[src/hdl/ccu_pkg.sv]
package ccu_pkg;

    // --------------------------------------------------
    // Widths and buffer sizing
    // --------------------------------------------------
    localparam int unsigned ADDR_W     = 32;
    localparam int unsigned DATA_W     = 64;
    localparam int unsigned ID_W       = 4;
    localparam int unsigned FIFO_DEPTH = 4;
    localparam int unsigned PTR_W      = 2;

    // AR snoop codes for reads
    localparam logic [3:0] SNP_READ_ONCE     = 4'b0000;
    localparam logic [3:0] SNP_READ_SHARED   = 4'b0001;
    localparam logic [3:0] SNP_READ_CLEAN    = 4'b0010;
    localparam logic [3:0] SNP_READ_UNIQUE   = 4'b0111;
    localparam logic [3:0] SNP_READ_NO_SNOOP = 4'b0000; // Non-shareable or system only

    localparam logic [1:0] DOM_NON_SHARE = 2'b00;
    localparam logic [1:0] DOM_INNER     = 2'b01;
    localparam logic [1:0] DOM_OUTER     = 2'b10;
    localparam logic [1:0] DOM_SYSTEM    = 2'b11;

    // Request classes carried through the FIFO
    localparam logic [1:0] CLS_DIRECT  = 2'b00;
    localparam logic [1:0] CLS_SNOOP   = 2'b01;
    localparam logic [1:0] CLS_ILLEGAL = 2'b10;

    // --------------------------------------------------
    // CR response bits and R response codes
    // --------------------------------------------------
    localparam int unsigned CR_DATA_XFER  = 0;
    localparam int unsigned CR_ERROR      = 1;
    localparam int unsigned CR_PASS_DIRTY = 2;
    localparam int unsigned CR_IS_SHARED  = 3;
    localparam int unsigned CR_WAS_UNIQUE = 4;

    localparam logic [1:0] RESP_OKAY   = 2'b00;
    localparam logic [1:0] RESP_SLVERR = 2'b10;

    // Snoop controller states
    localparam logic [2:0] ST_IDLE     = 3'd0;
    localparam logic [2:0] ST_SNOOP_AC = 3'd1;
    localparam logic [2:0] ST_SNOOP_CR = 3'd2;
    localparam logic [2:0] ST_SNOOP_CD = 3'd3;
    localparam logic [2:0] ST_MEM_AR   = 3'd4;
    localparam logic [2:0] ST_MEM_R    = 3'd5;
    localparam logic [2:0] ST_RESP     = 3'd6;

endpackage

[src/hdl/ccu_ar_decoder.sv]
`timescale 1ns/10ps

module ccu_ar_decoder
    import ccu_pkg::*;
(
    input  logic              rst_n,
    input  logic              arst_n_i,
    input  logic              ar_valid_i,
    input  logic [ADDR_W-1:0] ar_addr_i,
    input  logic [ID_W-1:0]   ar_id_i,
    input  logic [3:0]        ar_snoop_i,
    input  logic [1:0]        ar_domain_i,
    input  logic              full_i,
    output logic              ar_ready_o,
    output logic              push_o,
    output logic [ADDR_W-1:0] push_addr_o,
    output logic [ID_W-1:0]   push_id_o,
    output logic [3:0]        push_snoop_o,
    output logic [1:0]        push_cls_o
);

    logic       stage_valid;
    logic       accept_en;   // Opens AR once reset is gone
    logic       ar_fire;
    logic       dom_direct;
    logic       dom_snoop;
    logic       snp_legal;
    logic [1:0] cls_d;

    // --------------------------------------------------
    // Classification
    // --------------------------------------------------
    assign dom_direct = (ar_domain_i == DOM_NON_SHARE) || (ar_domain_i == DOM_SYSTEM);
    assign dom_snoop  = (ar_domain_i == DOM_INNER) || (ar_domain_i == DOM_OUTER);
    assign snp_legal  = (ar_snoop_i == SNP_READ_ONCE)
                     || (ar_snoop_i == SNP_READ_SHARED)
                     || (ar_snoop_i == SNP_READ_CLEAN)
                     || (ar_snoop_i == SNP_READ_UNIQUE);

    always_comb begin
        if (dom_direct && (ar_snoop_i == SNP_READ_NO_SNOOP)) begin
            cls_d = CLS_DIRECT;
        end else if (dom_snoop && snp_legal) begin
            cls_d = CLS_SNOOP;
        end else begin
            cls_d = CLS_ILLEGAL;
        end
    end

    // --------------------------------------------------
    // One-entry output stage
    // --------------------------------------------------
    assign push_o     = stage_valid && !full_i;
    assign ar_ready_o = accept_en && (!stage_valid || !full_i);
    assign ar_fire    = ar_valid_i && ar_ready_o;

    always_ff @(posedge rst_n or negedge arst_n_i) begin
        if (!arst_n_i) begin
            accept_en   <= 1'b0;
            stage_valid <= 1'b0;
        end else begin
            accept_en <= 1'b1;
            if (ar_fire) begin
                stage_valid <= 1'b1;
            end else if (push_o) begin
                stage_valid <= 1'b0;
            end
        end
    end

    always_ff @(posedge rst_n) begin
        if (ar_fire) begin
            push_addr_o  <= ar_addr_i;
            push_id_o    <= ar_id_i;
            push_snoop_o <= ar_snoop_i;
            push_cls_o   <= cls_d;
        end
    end

endmodule

[src/hdl/ccu_req_fifo.sv]
`timescale 1ns/10ps

module ccu_req_fifo
    import ccu_pkg::*;
(
    input  logic              rst_n,
    input  logic              arst_n_i,
    input  logic              push_i,
    input  logic [ADDR_W-1:0] push_addr_i,
    input  logic [ID_W-1:0]   push_id_i,
    input  logic [3:0]        push_snoop_i,
    input  logic [1:0]        push_cls_i,
    input  logic              pop_i,
    output logic              full_o,
    output logic              empty_o,
    output logic [ADDR_W-1:0] head_addr_o,
    output logic [ID_W-1:0]   head_id_o,
    output logic [3:0]        head_snoop_o,
    output logic [1:0]        head_cls_o
);

    logic [ADDR_W-1:0] mem_addr  [FIFO_DEPTH];
    logic [ID_W-1:0]   mem_id    [FIFO_DEPTH];
    logic [3:0]        mem_snoop [FIFO_DEPTH];
    logic [1:0]        mem_cls   [FIFO_DEPTH];
    logic [PTR_W-1:0]  wr_ptr;
    logic [PTR_W-1:0]  rd_ptr;
    logic [PTR_W:0]    count;
    logic              do_push;
    logic              do_pop;

    assign full_o  = (count == FIFO_DEPTH);
    assign empty_o = (count == '0);
    assign do_push = push_i && !full_o;   // Dropped when full
    assign do_pop  = pop_i && !empty_o;

    assign head_addr_o  = mem_addr[rd_ptr];
    assign head_id_o    = mem_id[rd_ptr];
    assign head_snoop_o = mem_snoop[rd_ptr];
    assign head_cls_o   = mem_cls[rd_ptr];

    always_ff @(posedge rst_n or negedge arst_n_i) begin
        if (!arst_n_i) begin
            wr_ptr <= '0;
            rd_ptr <= '0;
            count  <= '0;
        end else begin
            if (do_push) begin
                wr_ptr <= wr_ptr + 1'b1;   // Wraps at FIFO_DEPTH
            end
            if (do_pop) begin
                rd_ptr <= rd_ptr + 1'b1;
            end
            count <= count + do_push - do_pop;
        end
    end

    always_ff @(posedge rst_n) begin
        if (do_push) begin
            mem_addr[wr_ptr]  <= push_addr_i;
            mem_id[wr_ptr]    <= push_id_i;
            mem_snoop[wr_ptr] <= push_snoop_i;
            mem_cls[wr_ptr]   <= push_cls_i;
        end
    end

endmodule

[src/hdl/ccu_snoop_ctrl.sv]
`timescale 1ns/10ps

module ccu_snoop_ctrl
    import ccu_pkg::*;
(
    input  logic              rst_n,
    input  logic              arst_n_i,
    input  logic              empty_i,
    input  logic [ADDR_W-1:0] head_addr_i,
    input  logic [ID_W-1:0]   head_id_i,
    input  logic [3:0]        head_snoop_i,
    input  logic [1:0]        head_cls_i,
    output logic              pop_o,
    output logic              ac_valid_o,
    input  logic              ac_ready_i,
    output logic [ADDR_W-1:0] ac_addr_o,
    output logic [3:0]        ac_snoop_o,
    input  logic              cr_valid_i,
    output logic              cr_ready_o,
    input  logic [4:0]        cr_resp_i,
    input  logic              cd_valid_i,
    output logic              cd_ready_o,
    input  logic [DATA_W-1:0] cd_data_i,
    output logic              mem_ar_valid_o,
    input  logic              mem_ar_ready_i,
    output logic [ADDR_W-1:0] mem_ar_addr_o,
    output logic [ID_W-1:0]   mem_ar_id_o,
    input  logic              mem_r_valid_i,
    output logic              mem_r_ready_o,
    input  logic [DATA_W-1:0] mem_r_data_i,
    input  logic [1:0]        mem_r_resp_i,
    output logic              r_valid_o,
    input  logic              r_ready_i,
    output logic [DATA_W-1:0] r_data_o,
    output logic [ID_W-1:0]   r_id_o,
    output logic [3:0]        r_resp_o,
    output logic              r_last_o
);

    logic [2:0]        state;
    logic [2:0]        state_nxt;
    logic [ADDR_W-1:0] req_addr;
    logic [ID_W-1:0]   req_id;
    logic [3:0]        req_snoop;
    logic [DATA_W-1:0] rsp_data;
    logic [3:0]        rsp_code;   // {IsShared, PassDirty, AXI resp}
    logic              cr_fire;
    logic              cd_fire;
    logic              mem_r_fire;
    logic              cr_hit;
    logic              hit_shared;

    assign pop_o      = (state == ST_IDLE) && !empty_i;
    assign cr_fire    = cr_valid_i && cr_ready_o;
    assign cd_fire    = cd_valid_i && cd_ready_o;
    assign mem_r_fire = mem_r_valid_i && mem_r_ready_o;

    // An error response falls back to memory
    assign cr_hit     = cr_resp_i[CR_DATA_XFER] && !cr_resp_i[CR_ERROR];
    assign hit_shared = cr_resp_i[CR_IS_SHARED] && (req_snoop != SNP_READ_UNIQUE);

    // --------------------------------------------------
    // FSM
    // --------------------------------------------------
    always_comb begin
        state_nxt = state;
        case (state)
            ST_IDLE: begin
                if (!empty_i) begin
                    if (head_cls_i == CLS_SNOOP) begin
                        state_nxt = ST_SNOOP_AC;
                    end else if (head_cls_i == CLS_DIRECT) begin
                        state_nxt = ST_MEM_AR;
                    end else begin
                        state_nxt = ST_RESP;   // Illegal, no cache or memory access
                    end
                end
            end
            ST_SNOOP_AC: begin
                if (ac_ready_i) begin
                    state_nxt = ST_SNOOP_CR;
                end
            end
            ST_SNOOP_CR: begin
                if (cr_fire) begin
                    state_nxt = cr_hit ? ST_SNOOP_CD : ST_MEM_AR;
                end
            end
            ST_SNOOP_CD: begin
                if (cd_fire) begin
                    state_nxt = ST_RESP;
                end
            end
            ST_MEM_AR: begin
                if (mem_ar_ready_i) begin
                    state_nxt = ST_MEM_R;
                end
            end
            ST_MEM_R: begin
                if (mem_r_fire) begin
                    state_nxt = ST_RESP;
                end
            end
            ST_RESP: begin
                if (r_ready_i) begin
                    state_nxt = ST_IDLE;
                end
            end
            default: state_nxt = ST_IDLE;
        endcase
    end

    always_ff @(posedge rst_n or negedge arst_n_i) begin
        if (!arst_n_i) begin
            state <= ST_IDLE;
        end else begin
            state <= state_nxt;
        end
    end

    // --------------------------------------------------
    // Request and response registers
    // --------------------------------------------------
    always_ff @(posedge rst_n) begin
        if (pop_o) begin
            req_addr  <= head_addr_i;
            req_id    <= head_id_i;
            req_snoop <= head_snoop_i;
            rsp_data  <= '0;
            rsp_code  <= {2'b00, RESP_SLVERR};   // Kept only for illegal reads
        end
        if (cr_fire && cr_hit) begin
            rsp_code <= {hit_shared, cr_resp_i[CR_PASS_DIRTY], RESP_OKAY};
        end
        if (cd_fire) begin
            rsp_data <= cd_data_i;
        end
        if (mem_r_fire) begin
            rsp_data <= mem_r_data_i;
            rsp_code <= {2'b00, mem_r_resp_i};
        end
    end

    assign ac_valid_o     = (state == ST_SNOOP_AC);
    assign ac_addr_o      = req_addr;
    assign ac_snoop_o     = req_snoop;
    assign cr_ready_o     = (state == ST_SNOOP_CR);
    assign cd_ready_o     = (state == ST_SNOOP_CD);
    assign mem_ar_valid_o = (state == ST_MEM_AR);
    assign mem_ar_addr_o  = req_addr;
    assign mem_ar_id_o    = req_id;
    assign mem_r_ready_o  = (state == ST_MEM_R);
    assign r_valid_o      = (state == ST_RESP);
    assign r_data_o       = rsp_data;
    assign r_id_o         = req_id;
    assign r_resp_o       = rsp_code;
    assign r_last_o       = 1'b1;   // Single beat

endmodule

[src/hdl/ccu_read_snoop_top.sv]
`timescale 1ns/10ps

module ccu_read_snoop_top
    import ccu_pkg::*;
(
    input  logic              rst_n,
    input  logic              arst_n_i,
    // Master AR/R
    input  logic              ar_valid_i,
    output logic              ar_ready_o,
    input  logic [ADDR_W-1:0] ar_addr_i,
    input  logic [ID_W-1:0]   ar_id_i,
    input  logic [3:0]        ar_snoop_i,
    input  logic [1:0]        ar_domain_i,
    output logic              r_valid_o,
    input  logic              r_ready_i,
    output logic [DATA_W-1:0] r_data_o,
    output logic [ID_W-1:0]   r_id_o,
    output logic [3:0]        r_resp_o,
    output logic              r_last_o,
    // Snoop AC/CR/CD
    output logic              ac_valid_o,
    input  logic              ac_ready_i,
    output logic [ADDR_W-1:0] ac_addr_o,
    output logic [3:0]        ac_snoop_o,
    input  logic              cr_valid_i,
    output logic              cr_ready_o,
    input  logic [4:0]        cr_resp_i,
    input  logic              cd_valid_i,
    output logic              cd_ready_o,
    input  logic [DATA_W-1:0] cd_data_i,
    // Memory AR/R
    output logic              mem_ar_valid_o,
    input  logic              mem_ar_ready_i,
    output logic [ADDR_W-1:0] mem_ar_addr_o,
    output logic [ID_W-1:0]   mem_ar_id_o,
    input  logic              mem_r_valid_i,
    output logic              mem_r_ready_o,
    input  logic [DATA_W-1:0] mem_r_data_i,
    input  logic [1:0]        mem_r_resp_i
);

    logic              push;
    logic [ADDR_W-1:0] push_addr;
    logic [ID_W-1:0]   push_id;
    logic [3:0]        push_snoop;
    logic [1:0]        push_cls;
    logic              full;
    logic              empty;
    logic              pop;
    logic [ADDR_W-1:0] head_addr;
    logic [ID_W-1:0]   head_id;
    logic [3:0]        head_snoop;
    logic [1:0]        head_cls;

    ccu_ar_decoder u_decoder (
        .rst_n        (rst_n),
        .arst_n_i     (arst_n_i),
        .ar_valid_i   (ar_valid_i),
        .ar_addr_i    (ar_addr_i),
        .ar_id_i      (ar_id_i),
        .ar_snoop_i   (ar_snoop_i),
        .ar_domain_i  (ar_domain_i),
        .full_i       (full),
        .ar_ready_o   (ar_ready_o),
        .push_o       (push),
        .push_addr_o  (push_addr),
        .push_id_o    (push_id),
        .push_snoop_o (push_snoop),
        .push_cls_o   (push_cls)
    );

    ccu_req_fifo u_fifo (
        .rst_n        (rst_n),
        .arst_n_i     (arst_n_i),
        .push_i       (push),
        .push_addr_i  (push_addr),
        .push_id_i    (push_id),
        .push_snoop_i (push_snoop),
        .push_cls_i   (push_cls),
        .pop_i        (pop),
        .full_o       (full),
        .empty_o      (empty),
        .head_addr_o  (head_addr),
        .head_id_o    (head_id),
        .head_snoop_o (head_snoop),
        .head_cls_o   (head_cls)
    );

    ccu_snoop_ctrl u_ctrl (
        .rst_n          (rst_n),
        .arst_n_i       (arst_n_i),
        .empty_i        (empty),
        .head_addr_i    (head_addr),
        .head_id_i      (head_id),
        .head_snoop_i   (head_snoop),
        .head_cls_i     (head_cls),
        .pop_o          (pop),
        .ac_valid_o     (ac_valid_o),
        .ac_ready_i     (ac_ready_i),
        .ac_addr_o      (ac_addr_o),
        .ac_snoop_o     (ac_snoop_o),
        .cr_valid_i     (cr_valid_i),
        .cr_ready_o     (cr_ready_o),
        .cr_resp_i      (cr_resp_i),
        .cd_valid_i     (cd_valid_i),
        .cd_ready_o     (cd_ready_o),
        .cd_data_i      (cd_data_i),
        .mem_ar_valid_o (mem_ar_valid_o),
        .mem_ar_ready_i (mem_ar_ready_i),
        .mem_ar_addr_o  (mem_ar_addr_o),
        .mem_ar_id_o    (mem_ar_id_o),
        .mem_r_valid_i  (mem_r_valid_i),
        .mem_r_ready_o  (mem_r_ready_o),
        .mem_r_data_i   (mem_r_data_i),
        .mem_r_resp_i   (mem_r_resp_i),
        .r_valid_o      (r_valid_o),
        .r_ready_i      (r_ready_i),
        .r_data_o       (r_data_o),
        .r_id_o         (r_id_o),
        .r_resp_o       (r_resp_o),
        .r_last_o       (r_last_o)
    );

endmodule

[config.mk]
export PLATFORM = sky130hd
export DESIGN_NAME = ccu_read_snoop_top
export DESIGN_NICKNAME = d
export VERILOG_FILES = /design/src/hdl/ccu_pkg.sv /design/src/hdl/ccu_ar_decoder.sv /design/src/hdl/ccu_req_fifo.sv /design/src/hdl/ccu_snoop_ctrl.sv /design/src/hdl/ccu_read_snoop_top.sv
export SDC_FILE = /design/constraint.sdc
export NUM_CORES = 1
export LEC_CHECK = 0
export ABC_CLOCK_PERIOD_IN_PS = 12300
export BUFFER_PORTS_ARGS = -buffer_cell sky130_fd_sc_hd__buf_2
export CORE_ASPECT_RATIO = 0.75
export CORE_MARGIN = 4
export CORE_UTILIZATION = 30
export CTS_CLUSTER_DIAMETER = 120
export DETAILED_ROUTE_END_ITERATION = 8
export MAX_ROUTING_LAYER = met4
export PLACE_DENSITY = 0.54
export RECOVER_POWER = 50
export SLEW_MARGIN = 0
export SYNTH_ARGS = -nofsm -noshare
export SYNTH_HDL_FRONTEND = slang
export SYNTH_SLANG_ARGS = --single-unit
[constraint.sdc]
create_clock -name rst_n -period 12.3 [get_ports rst_n]
set_input_delay 0.615 -clock rst_n [delete_from_list [all_inputs] [get_ports rst_n]]
set_output_delay 0.615 -clock rst_n [all_outputs]
set_load 0.1 [all_outputs]
==> results of run 1 <==
==> cells in the final DEF, fill, tap and decap left out, drive strengths merged, types with 4 or more instances in the layout <==
| cell type | instances |
|---|---|
| a22o | 65 |
| and2 | 6 |
| buf | 199 |
| bufinv | 4 |
| clkbuf | 189 |
| clkinv | 12 |
| dfrtp | 12 |
| edfxtp | 316 |
| ha | 6 |
| inv | 9 |
| mux4 | 42 |
| nand2 | 9 |
| nand2b | 6 |
| nor2 | 11 |
| o21ai | 4 |
| o22ai | 4 |
| xnor2 | 5 |
==> registers in the layout, summed over array words and instances (netlist names), 4 cells and up <==
register / cells
u_ctrl.r_data_o: 64
u_ctrl.ac_addr_o: 32
u_decoder.push_id_o: 4
u_ctrl.mem_ar_id_o: 4
u_fifo.mem_addr: 128
u_ctrl.r_resp_o: 4
u_fifo.mem_cls: 8
u_fifo.mem_id: 16
u_ctrl.ac_snoop_o: 4
u_decoder.push_addr_o: 32
u_fifo.mem_snoop: 16
u_decoder.push_snoop_o: 4
==> per-layer routing <==
metal / up-vias / GRT usage, %
met3: 45 / 2.43
met2: 116 / 19.9
met5: - / -
met4: 0 / 3.32
li1: 3007 / -
met1: 3382 / 17.1
==> layout make-up <==
class / instances / area [um^2]
Clock buffer: 43 / 948
Tap cell: 528 / 661
Inverter: 9 / 33.8
Timing Repair Buffer: 346 / 1580
Sequential cell: 330 / 9830
Multi-Input combinational cell: 191 / 2130
Fill cell: 3842 / 25400
Clock inverter: 17 / 184
==> kinds of logic after synthesis <==
kind of cell    synth area share, %
flops                          79.5
buf+inv                        3.61
other cells                  0.0303
fa+ha+maj                     0.850
compound gates                 5.70
xor+xnor                      0.425
mux                            7.91
simple gates                   1.99
==> critical path, delay by kind of cell, from the launching register on <==
kind | cells | cell delay (ns)
flip-flops | 1 | 0.52
AND/OR/NAND/NOR | 3 | 1.33
buffers and inverters | 2 | 1.23
==> worst paths after layout <==
path                                              to  cells after the start                from  slack, ns
setup / recovery                 u_ctrl.r_data_o[10]                      5     u_ctrl.state[0]       8.77
hold / removal             u_decoder.push_addr_o[24]                      1       ar_addr_i[24]       0.28
setup reg to reg                 u_ctrl.r_data_o[10]                      5     u_ctrl.state[0]       8.77
hold reg to reg                   u_ctrl.r_resp_o[2]                      2  u_ctrl.r_resp_o[2]       0.47
max in group asynchronous           u_fifo.rd_ptr[0]                      2            arst_n_i      11.07
min in group asynchronous            u_fifo.count[0]                      2            arst_n_i       0.71
==> report_power, final <==
group	internal (uW)	leakage [uW]	switching, uW
clock	631	0.000553	426
combinational	298	0.00175	1430
sequential	1530	0.00311	134
total	2460	0.00541	1990
==> per-stage QoR <==
stage	util, %	setup slack [ns]
2_1_floorplan	-	7.72
3_3_place_gp	35.4	8.68
3_5_place_dp	35.4	8.66
4_1_cts	38.2	8.63
5_1_grt	37.7	8.44
6_report	37.7	8.77
==> repair_timing <==
action / in CTS / in global routing
resized for setup: 0 / 0
hold buffers: 1 / 0
endpoints found under the hold margin: 12 / 0
==> results by group, run 1 <==
Clocking
  • CTS sink count: 330
  • Clock root buffer master: clkbuf_16
  • Clk_lat worst skew: between 0.5 and 0.6 ns
  • Clk slew on worst S/H paths: ~0.060 ns
  • H-tree depth: 2
  • Max Buffers Root-to-Sink: 3
  • CTS tree: done
  • TritonCTS Buffers: 35
  • Postcts setup bufs: 0

Power
  • Leakage power: between 0.005 and 0.006 uW
  • Maximum VDD drop: about 0.00014 V
  • Power per Cell Area: 289 mW/mm^2
  • Final Power: about 4400 uW

Detailed routing
  • DRC: 0
  • Starting DRT DRC Count: ~340
  • Met3 wire length: 1130 um
  • Pre-antenna DRT Iters: 4
  • Routed wire length: 29200 um
  • Vias per std cell: between 4 and 5
  • Wire per inst: ~20 um
  • Wl on met1: roughly 13000 um
  • Highest metal used: met4
  • WL met2: 14400 um
  • Detail Route Antenna Nets: 0
  • Via count: 6550

Final layout
  • Final net count: ~1.1k
  • Non-Filler Instances: 1464
  • Fraction of layout cells with a size suffix above 1: around a third
  • Area Overhead vs Synth: 24.3%
  • Post-route cell area: ~0.015 mm^2
  • N_diodes: 0

Place
  • IO Port Bufs: between 300 and 400
  • HPWL after detailed placement: 18400 um
  • Routability cong.: 0.763
  • DP Area: approximately 0.014 mm^2
  • Placed instance count: roughly 1.4k

Global route
  • Total Routing Usage GR: between 10 and 15%
  • Antenna violations before repair: 0
  • Remaining Overflow, GRT: 0
  • Vias in the first global route: 6420
  • Largest net degree at the start of global routing: 67
  • First-pass GRT wire length: 41600 um

Floorplan
  • Die Height: 184 um
  • Initial Util: approximately 30%
  • Num rows: 64
  • Area of the core: roughly 0.041 mm^2
  • IO Count: between 300 and 400
  • Die Wd: between 200 and 250 um
  • Full die area: between 0.04 and 0.05 mm^2

Synthesis
  • Avg Synthesized Cell Area: 20.8 um^2
  • Predominant post-synthesis flop cell: edfxtp_1
  • Count leader, synth: edfxtp_1
  • Top cell type by total area after synthesis: edfxtp_1
  • Post-synthesis cell type count: 43
  • Synth top area share: ~77%
  • Sequential element share of the synthesized area: between 70% and 80%
  • Post-synth top cells: 316 x edfxtp_1, 65 x a22o_1, 42 x mux4_2
  • Cell count after synthesis: a little under 600
  • Number of flops mapped to enable cells by yosys: approximately 320
  • Top cells by area, synth: edfxtp_1 77%, mux4_2 7.6%, a22o_1 4.6%
  • Post-synth ARST share: 3.64%
  • YS warnings: 0
  • Netlist Area Pre-Place: 0.0124 mm^2
  • FF+latch count, synth: 330

Worst hold path
  • HP Class: in -> reg

Timing
  • Setup tns final: 0 ns
  • Slew Viols, Final: 43
  • Final setup viols: 0
  • Final Hold Fails: 0
  • RSZ-0062 raised after global routing: no
  • Final worst path period need: between 3 and 4 ns
  • Share of the clock period used by the worst path: between 20% and 30%
  • Worst slew pin tran: approximately 3.0 ns
  • Worst hold slack: approximately 0.28 ns
  • Slew headroom: -101%
  • Fmax: approximately 0.28 GHz
  • Final Skew: approximately 0.011 ns

Worst setup path
  • CP Capture Type: flip-flop
  • CP peak stage delay: just over 0.7 ns
  • Setup CP Type: reg -> reg
  • Slowest-stage cell, CP: nor3_4
  • Worst path most repeated cell: buf_4
  • WP data arrival: between 3 and 4 ns
  • Startpoint class of the critical path: flip-flop
  • Worst-path fanout max: 64
  • Crit path cell chain: or2_2 > nor3_4 > buf_4 > or3_2 > buf_4
  • Req. time, crit path: ~12 ns

Outcome
  • Outcome: complete, but fails checks
  • Failing checks: capacitance limit, slew limit

Flow run
  • Max cap viols: 1
Note: power is estimated with default switching activity, not from simulation.
==> inputs of run 2 (changes only) <==
--- a/config.mk
+++ b/config.mk
@@ -5,7 +5,7 @@
 export SDC_FILE = /design/constraint.sdc
 export NUM_CORES = 1
 export LEC_CHECK = 0
-export ABC_CLOCK_PERIOD_IN_PS = 12300
+export ABC_CLOCK_PERIOD_IN_PS = 3250
 export BUFFER_PORTS_ARGS = -buffer_cell sky130_fd_sc_hd__buf_2
 export CORE_ASPECT_RATIO = 0.75
 export CORE_MARGIN = 4
==> constraint.sdc (replaced) <==
create_clock -name rst_n -period 3.25 [get_ports rst_n]
set_input_delay 0.1625 -clock rst_n [delete_from_list [all_inputs] [get_ports rst_n]]
set_output_delay 0.1625 -clock rst_n [all_outputs]
set_load 0.1 [all_outputs]
==> run 2 against run 1 <==
The flow now finishes without violations; final cell count up 12%; clock skew is 0.0086 ns higher; sequential power rose to 3.8 times the previous value; worst hold slack got worse by 0.26 ns; largest cell class unchanged.
==> results by group, run 2 (synthesized netlist as in run 1, its figures left out) <==
Floorplan
  • IO Count: 338 (unchanged)
  • Die Height: 184 um (unchanged)
  • Full die area: 0.0446 mm^2 (unchanged)
  • Initial Util: 30.3% (unchanged)
  • Area of the core: 0.0408 mm^2 (unchanged)
  • Num rows: 64 (unchanged)
  • Die Wd: 242 um (unchanged)

Worst setup path
  • Worst path most repeated cell: nor2_1
  • CP top delay family: simple AND/OR/NAND/NOR gates
  • CP Capture Type: flip-flop
  • Worst path bufs/invs: 1 (-1)
  • Req. time, crit path: 3.40 ns (-9.03 ns)
  • WP data arrival: 2.83 ns (-0.83 ns)
  • Startpoint class of the critical path: flip-flop
  • Worst-path fanout max: 18 (-72%)
  • Slowest-stage cell, CP: nor2_1
  • CP peak stage delay: 1.00 ns (+0.29 ns)
  • Worst Reg-to-Reg Cells: 4 (-1)
  • Reg2reg setup slack: 0.57 ns (-8.20 ns)
  • Setup CP Type: reg -> reg
  • Crit path cell chain: nor2_1 > and3_1 > nor2_1 > clkbuf_2
  • Reg2reg start: u_fifo.count[0]
  • FF-to-FF End: u_decoder.push_addr_o[2]

Timing
  • Slew Viols, Final: 0 (-100%)
  • Final setup viols: 0 (unchanged)
  • Share of the clock period used by the worst path: 82.5% (+54 points)
  • Worst slew pin tran: 1.41 ns (-1.60 ns)
  • Final Skew: 0.0196 ns (+0.00863 ns)
  • RSZ-0062 raised after global routing: no
  • Worst hold slack: 0.0209 ns (-0.255 ns)
  • Slew headroom: 6.14% (+110 points)
  • Final Hold Fails: 0 (unchanged)
  • Final worst path period need: 2.68 ns (-0.847 ns)
  • Fmax: 0.373 GHz (+32%)
  • Setup tns final: 0 ns (unchanged)

Detailed routing
  • Detail Route Antenna Nets: 0 (unchanged)
  • Routed wire length: 33700 um (+15%)
  • DRC: 0 (unchanged)
  • Wire per inst: 20.5 um (+2.6%)
  • Starting DRT DRC Count: 309 (-9.6%)
  • Pre-antenna DRT Iters: 4 (unchanged)
  • Vias per std cell: 4.46 (-0.24%)
  • Via count: 7342 (+12%)

Global route
  • Antenna violations before repair: 3 (+3)
  • Met3 usage: 3.73% (+1.3 points)
  • GRT busiest layer: met2
  • Largest net degree at the start of global routing: 67 (unchanged)
  • Vias in the first global route: 7681 (+20%)
  • Met1 usage: 19.0% (+1.8 points)
  • Met2 Use GR: 24.6% (+4.7 points)
  • Total Routing Usage GR: 15.2% (+2.5 points)
  • Remaining Overflow, GRT: 0 (unchanged)
  • First-pass GRT wire length: 49600 um (+19%)

Clocking
  • Max Buffers Root-to-Sink: 3 (unchanged)
  • Clk slew on worst S/H paths: 0.06 ns (about the same)
  • Clock root buffer master: clkbuf_16
  • CTS tree: done
  • TritonCTS Buffers: 36 (+2.9%)
  • Clk_lat worst skew: 0.53 ns (+0.02 ns)
  • CTS sink count: 330 (unchanged)
  • Postcts setup bufs: 0 (unchanged)
  • H-tree depth: 2 (unchanged)

Final layout
  • Register area: 0.00983 mm^2 (unchanged)
  • Fillers: 3700 (-3.7%)
  • Final net count: 1281 (+16%)
  • Area of the multi-input gates: 0.00212 mm^2 (-0.23%)
  • Fraction of layout cells with a size suffix above 1: 27.0% (-5.7 points)
  • Most flop-heavy register: u_fifo.mem_addr
  • Max reg flops: 128 (unchanged)
  • Area Overhead vs Synth: 38.6%
  • Highest-count cells in the layout ignoring fill and taps: 316 x edfxtp_1, 181 x buf_2, 172 x dlygate4sd3_1
  • Most common cell after layout, fill and taps aside: edfxtp_1

Worst hold path
  • Worst hold start: mem_r_data_i[12]
  • HP Class: in -> reg
  • Worst hold stages: 2 (+1)
  • Hold endpoint: u_ctrl.r_data_o[12]

Power
  • Maximum VDD drop: 0.000806 V (+480%)
  • Power per Cell Area: 998 mW/mm^2 (+240%)
  • Leakage power: 0.00628 uW (+16%)

Place
  • HPWL after detailed placement: 21800 um (+19%)
  • IO Port Bufs: 335 (unchanged)
  • Routability cong.: 0.917 (+20%)

Flow run
  • Max cap viols: 0 (-1)

Outcome
  • Outcome: complete, no violations
==> run 2: per-stage QoR <==
step	util (%)	worst slack, ns	power [uW]	cell area (um^2)	std cells
finish	42.1	0.568	17100	17100	1645
global route	42.1	0.359	17800	17100	1644
CTS	42.6	0.648	17500	17400	1642
detailed placement	35.6	0.722	13300	14500	1406
global placement	35.6	0.748	13300	14500	1406
floorplan	-	0.0334	12000	12400	595
==> run 2: worst register-to-register path, stage by stage (launching register included) <==
cell	delay [ns]
dfrtp_1	0.37
nor2_1	0.06
and3_1	0.20
nor2_1	1.00
clkbuf_2	0.67
==> run 2: final cells by class <==
cell class | instances | area share (%)
Antenna cell | 3 | 0.0438
Inverter | 9 | 0.197
Sequential cell | 330 | 57.4
Tap cell | 528 | 3.85
Multi-Input combinational cell | 191 | 12.4
Clock buffer | 43 | 5.41
Timing Repair Buffer | 520 | 19.6
Clock inverter | 21 | 1.12
==> run 2: metal layers <==
| layer | share of wire (%) | vias to the layer above |
|---|---|---|
| li1 | - | 3368 |
| met4 | 2.7 | 0 |
| met1 | 42 | 3654 |
| met5 | 0 | - |
| met2 | 49 | 268 |
| met3 | 6.5 | 52 |
==> run 2: how the worst max path moves through the flow <==
stage / slack (ns) / cells past startpoint / to / startpoint
after floorplan: 0.03 / 9 / u_fifo.count[2] / u_ctrl.state[1]
after global placement: 0.75 / 5 / u_ctrl.r_resp_o[1] / u_ctrl.state[0]
after detailed placement: 0.72 / 5 / u_ctrl.r_resp_o[1] / u_ctrl.state[0]
after CTS: 0.65 / 5 / u_ctrl.r_data_o[8] / u_ctrl.state[0]
after global routing: 0.36 / 4 / u_decoder.push_addr_o[3] / u_fifo.count[1]
final: 0.57 / 4 / u_decoder.push_addr_o[2] / u_fifo.count[0]
==> run 2: what timing repair did <==
item	4_1_cts	5_1_grt
resized for setup	0	0
endpoints found under the setup margin	0	0
hold buffers	172	0
endpoints found under the hold margin	123	0
==> run 2: report_power, final <==
part,total (uW),switching [uW],internal [uW]
Sequential,6300,518,5780
Clock,3880,1660,2220
Combinational,6920,5530,1390
==> inputs of run 3 (changes only) <==
--- a/config.mk
+++ b/config.mk
@@ -5,7 +5,7 @@
 export SDC_FILE = /design/constraint.sdc
 export NUM_CORES = 1
 export LEC_CHECK = 0
-export ABC_CLOCK_PERIOD_IN_PS = 3250
+export ABC_CLOCK_PERIOD_IN_PS = 2300
 export BUFFER_PORTS_ARGS = -buffer_cell sky130_fd_sc_hd__buf_2
 export CORE_ASPECT_RATIO = 0.75
 export CORE_MARGIN = 4
@@ -13,7 +13,7 @@
 export CTS_CLUSTER_DIAMETER = 120
 export DETAILED_ROUTE_END_ITERATION = 8
 export MAX_ROUTING_LAYER = met4
-export PLACE_DENSITY = 0.54
+export PLACE_DENSITY = 0.55
 export RECOVER_POWER = 50
 export SLEW_MARGIN = 0
 export SYNTH_ARGS = -nofsm -noshare
==> constraint.sdc (replaced) <==
create_clock -name rst_n -period 2.3 [get_ports rst_n]
set_input_delay 0.115 -clock rst_n [delete_from_list [all_inputs] [get_ports rst_n]]
set_output_delay 0.115 -clock rst_n [all_outputs]
set_load 0.1 [all_outputs]
==> run 3 against run 2 <==
Clock power rose by 45%; highest routed layer unchanged; combinational power rose by 44%; count of clock-buffer cells in the layout rose by 3; critical path depth rose by 1; non-clock buffer count rose by 9; worst setup slack got worse by 0.44 ns; first-iteration DRC count rose by 54%; flip-flop and latch count did not move; wire length fell by 1.5%; utilization rose by 0.52 points.
==> results by group, run 3 (synthesized netlist as in run 1, its figures left out) <==
Worst setup path
  • Worst-path fanout max: 66 (+48)
  • Req. time, crit path: 2.53 ns (-0.87 ns)
  • Setup CP Type: reg -> reg
  • Worst Reg-to-Reg Cells: 5 (+1)
  • WP data arrival: 2.39 ns (-0.44 ns)
  • CP Capture Type: flip-flop
  • Startpoint class of the critical path: flip-flop

Detailed routing
  • Routed wire length: 33200 um (-1.5%)
  • Wire per inst: 20.1 um (-1.8%)
  • Detail Route Antenna Nets: 0 (unchanged)
  • DRC: 0 (unchanged)
  • Pre-antenna DRT Iters: 4 (unchanged)
  • Via count: 7471 (+1.8%)
  • Vias per std cell: 4.53 (+1.5%)
  • Starting DRT DRC Count: 475 (+54%)

Place
  • Placement Setup Slack: 0.196 ns (-0.526 ns)
  • Routability cong.: 0.917 (unchanged)
  • HPWL after detailed placement: 20900 um (-4.0%)
  • Placed instance count: 1412 (+0.43%)
  • IO Port Bufs: 335 (unchanged)

Worst hold path
  • Worst hold stages: 3 (+1)
  • HP Class: in -> reg

Global route
  • Largest net degree at the start of global routing: 67 (unchanged)
  • Total Routing Usage GR: 14.9% (-0.26 points)
  • Remaining Overflow, GRT: 0 (unchanged)
  • Vias in the first global route: 7776 (+1.2%)
  • Antenna violations before repair: 0 (-3)
  • First-pass GRT wire length: 48800 um (-1.6%)

Floorplan
  • Num rows: 64 (unchanged)
  • Full die area: 0.0446 mm^2 (unchanged)
  • IO Count: 338 (unchanged)
  • Area of the core: 0.0408 mm^2 (unchanged)
  • Die Height: 184 um (unchanged)
  • Die Wd: 242 um (unchanged)
  • Initial Util: 30.3% (unchanged)

Timing
  • Slew Viols, Final: 0 (unchanged)
  • Setup tns final: 0 ns (unchanged)
  • Worst slew pin tran: 1.46 ns (+0.0456 ns)
  • Fmax: 0.461 GHz (+24%)
  • Worst hold slack: 0.0705 ns (+0.0496 ns)
  • Final setup viols: 0 (unchanged)
  • Final worst path period need: 2.17 ns (-0.515 ns)
  • Final WS setup: 0.133 ns (-0.435 ns)
  • RSZ-0062 raised after global routing: no
  • Share of the clock period used by the worst path: 94.2% (+12 points)
  • Final Hold Fails: 0 (unchanged)
  • Slew headroom: 3.11% (-3.0 points)
  • Final Skew: 0.0149 ns (-0.00467 ns)

Power
  • Logic pwr share: 41.0% (+0.5 points)
  • Switching share of power: 44.8% (-0.36 points)
  • Power Internal: 13500 uW (+43%)
  • Clock share of power: 23.0% (+0.3 points)
  • Power per Cell Area: 1400 mW/mm^2 (+41%)
  • Leakage power: 0.00622 uW (-0.90%)
  • Psw: 10900 uW (+41%)
  • Flop pwr share: 36.0% (-0.8 points)
  • Maximum VDD drop: 0.00121 V (+50%)

Final layout
  • Highest-count cells in the layout ignoring fill and taps: 316 x edfxtp_1, 196 x buf_2, 175 x dlygate4sd3_1
  • Most common cell after layout, fill and taps aside: edfxtp_1
  • Most flop-heavy register: u_fifo.mem_addr
  • Final net count: 1291 (+0.78%)
  • Max reg flops: 128 (unchanged)
  • Fraction of layout cells with a size suffix above 1: 29.1% (+2.1 points)
  • Non-Filler Instances: 1649 (+0.24%)
  • Area Overhead vs Synth: 40.3%
  • N_diodes: 0 (-3)

Clocking
  • TritonCTS Buffers: 37 (+2.8%)
  • CTS sink count: 330 (unchanged)
  • Clk_lat worst skew: 0.52 ns (about the same)
  • CTS tree: done
  • Postcts setup bufs: 0 (unchanged)
  • Clk slew on worst S/H paths: 0.06 ns (about the same)
  • H-tree depth: 2 (unchanged)
  • Max Buffers Root-to-Sink: 3 (unchanged)
  • Clock root buffer master: clkbuf_16

Outcome
  • Outcome: complete, no violations

Flow run
  • Max cap viols: 0 (unchanged)
==> run 3: cell count changes in the layout (fill, tap and decap cells not counted), moves of 4 or more <==
cell / change
clkinvlp_4: +4
buf_2: +15
clkbuf_1: -13
buf_12: +5
==> run 3: metal layers <==
| layer | wire, um | share of wire [%] | GRT usage (%) |
|---|---|---|---|
| met4 | 1390 | 4.2 | 5.99 |
| met2 | 15600 | 47 | 23.9 |
| met3 | 2460 | 7.4 | 3.75 |
| met1 | 13700 | 41 | 18.3 |
| met5 | 0 | 0 | - |
==> run 3: worst paths after layout <==
path / from / endpoint / slack [ns]
min: mem_r_valid_i / u_ctrl.r_resp_o[1] / 0.07
max in group asynchronous: arst_n_i / u_fifo.rd_ptr[0] / 1.48
max reg2reg: u_ctrl.state[1] / u_ctrl.r_resp_o[0] / 0.13
min reg2reg: u_ctrl.r_resp_o[3] / u_ctrl.r_resp_o[3] / 0.47
max: u_ctrl.state[1] / u_ctrl.r_resp_o[0] / 0.13
min in group asynchronous: arst_n_i / u_fifo.rd_ptr[0] / 0.21
==> run 3: final cells by class <==
type,count,area [um^2]
Inverter,9,33.8
Clock inverter,16,170
Timing Repair Buffer,529,3510
Fill cell,3597,23400
Clock buffer,46,991
Multi-Input combinational cell,191,2150
Sequential cell,330,9830
Tap cell,528,661
==> run 3: timing repair <==
action                                  in CTS  in global routing
endpoints found under the hold margin      124                  0
gates resized for setup                      0                  0
hold buffers                               175                  0
endpoints found under the setup margin       0                  0
==> run 3: worst max-delay path, cell delays in order, from the launching register on <==
cell,delay (ns)
dfrtp_1,0.39
nand2b_1,0.28
nor2_4,0.16
clkbuf_4,0.64
or2_2,0.26
nand2b_1,0.14
==> run 3: stage by stage <==
step	cell area (um^2)	util (%)	total power, uW
after floorplan	12400	-	17000
after global placement	14600	35.9	18900
after detailed placement	14600	35.9	18900
after CTS	17600	43.1	24900
after global routing	17400	42.6	25400
final	17400	42.6	24400
==> run 3: power by group through the flow <==
stage / clock network, uW / logic, uW / registers, uW
finish: 5620 / 9980 / 8770
global route: 6090 / 10400 / 8890
CTS: 5820 / 10300 / 8770
detailed placement: 0 / 10000 / 8880
global placement: 0 / 10000 / 8860
floorplan: 0 / 4320 / 12700
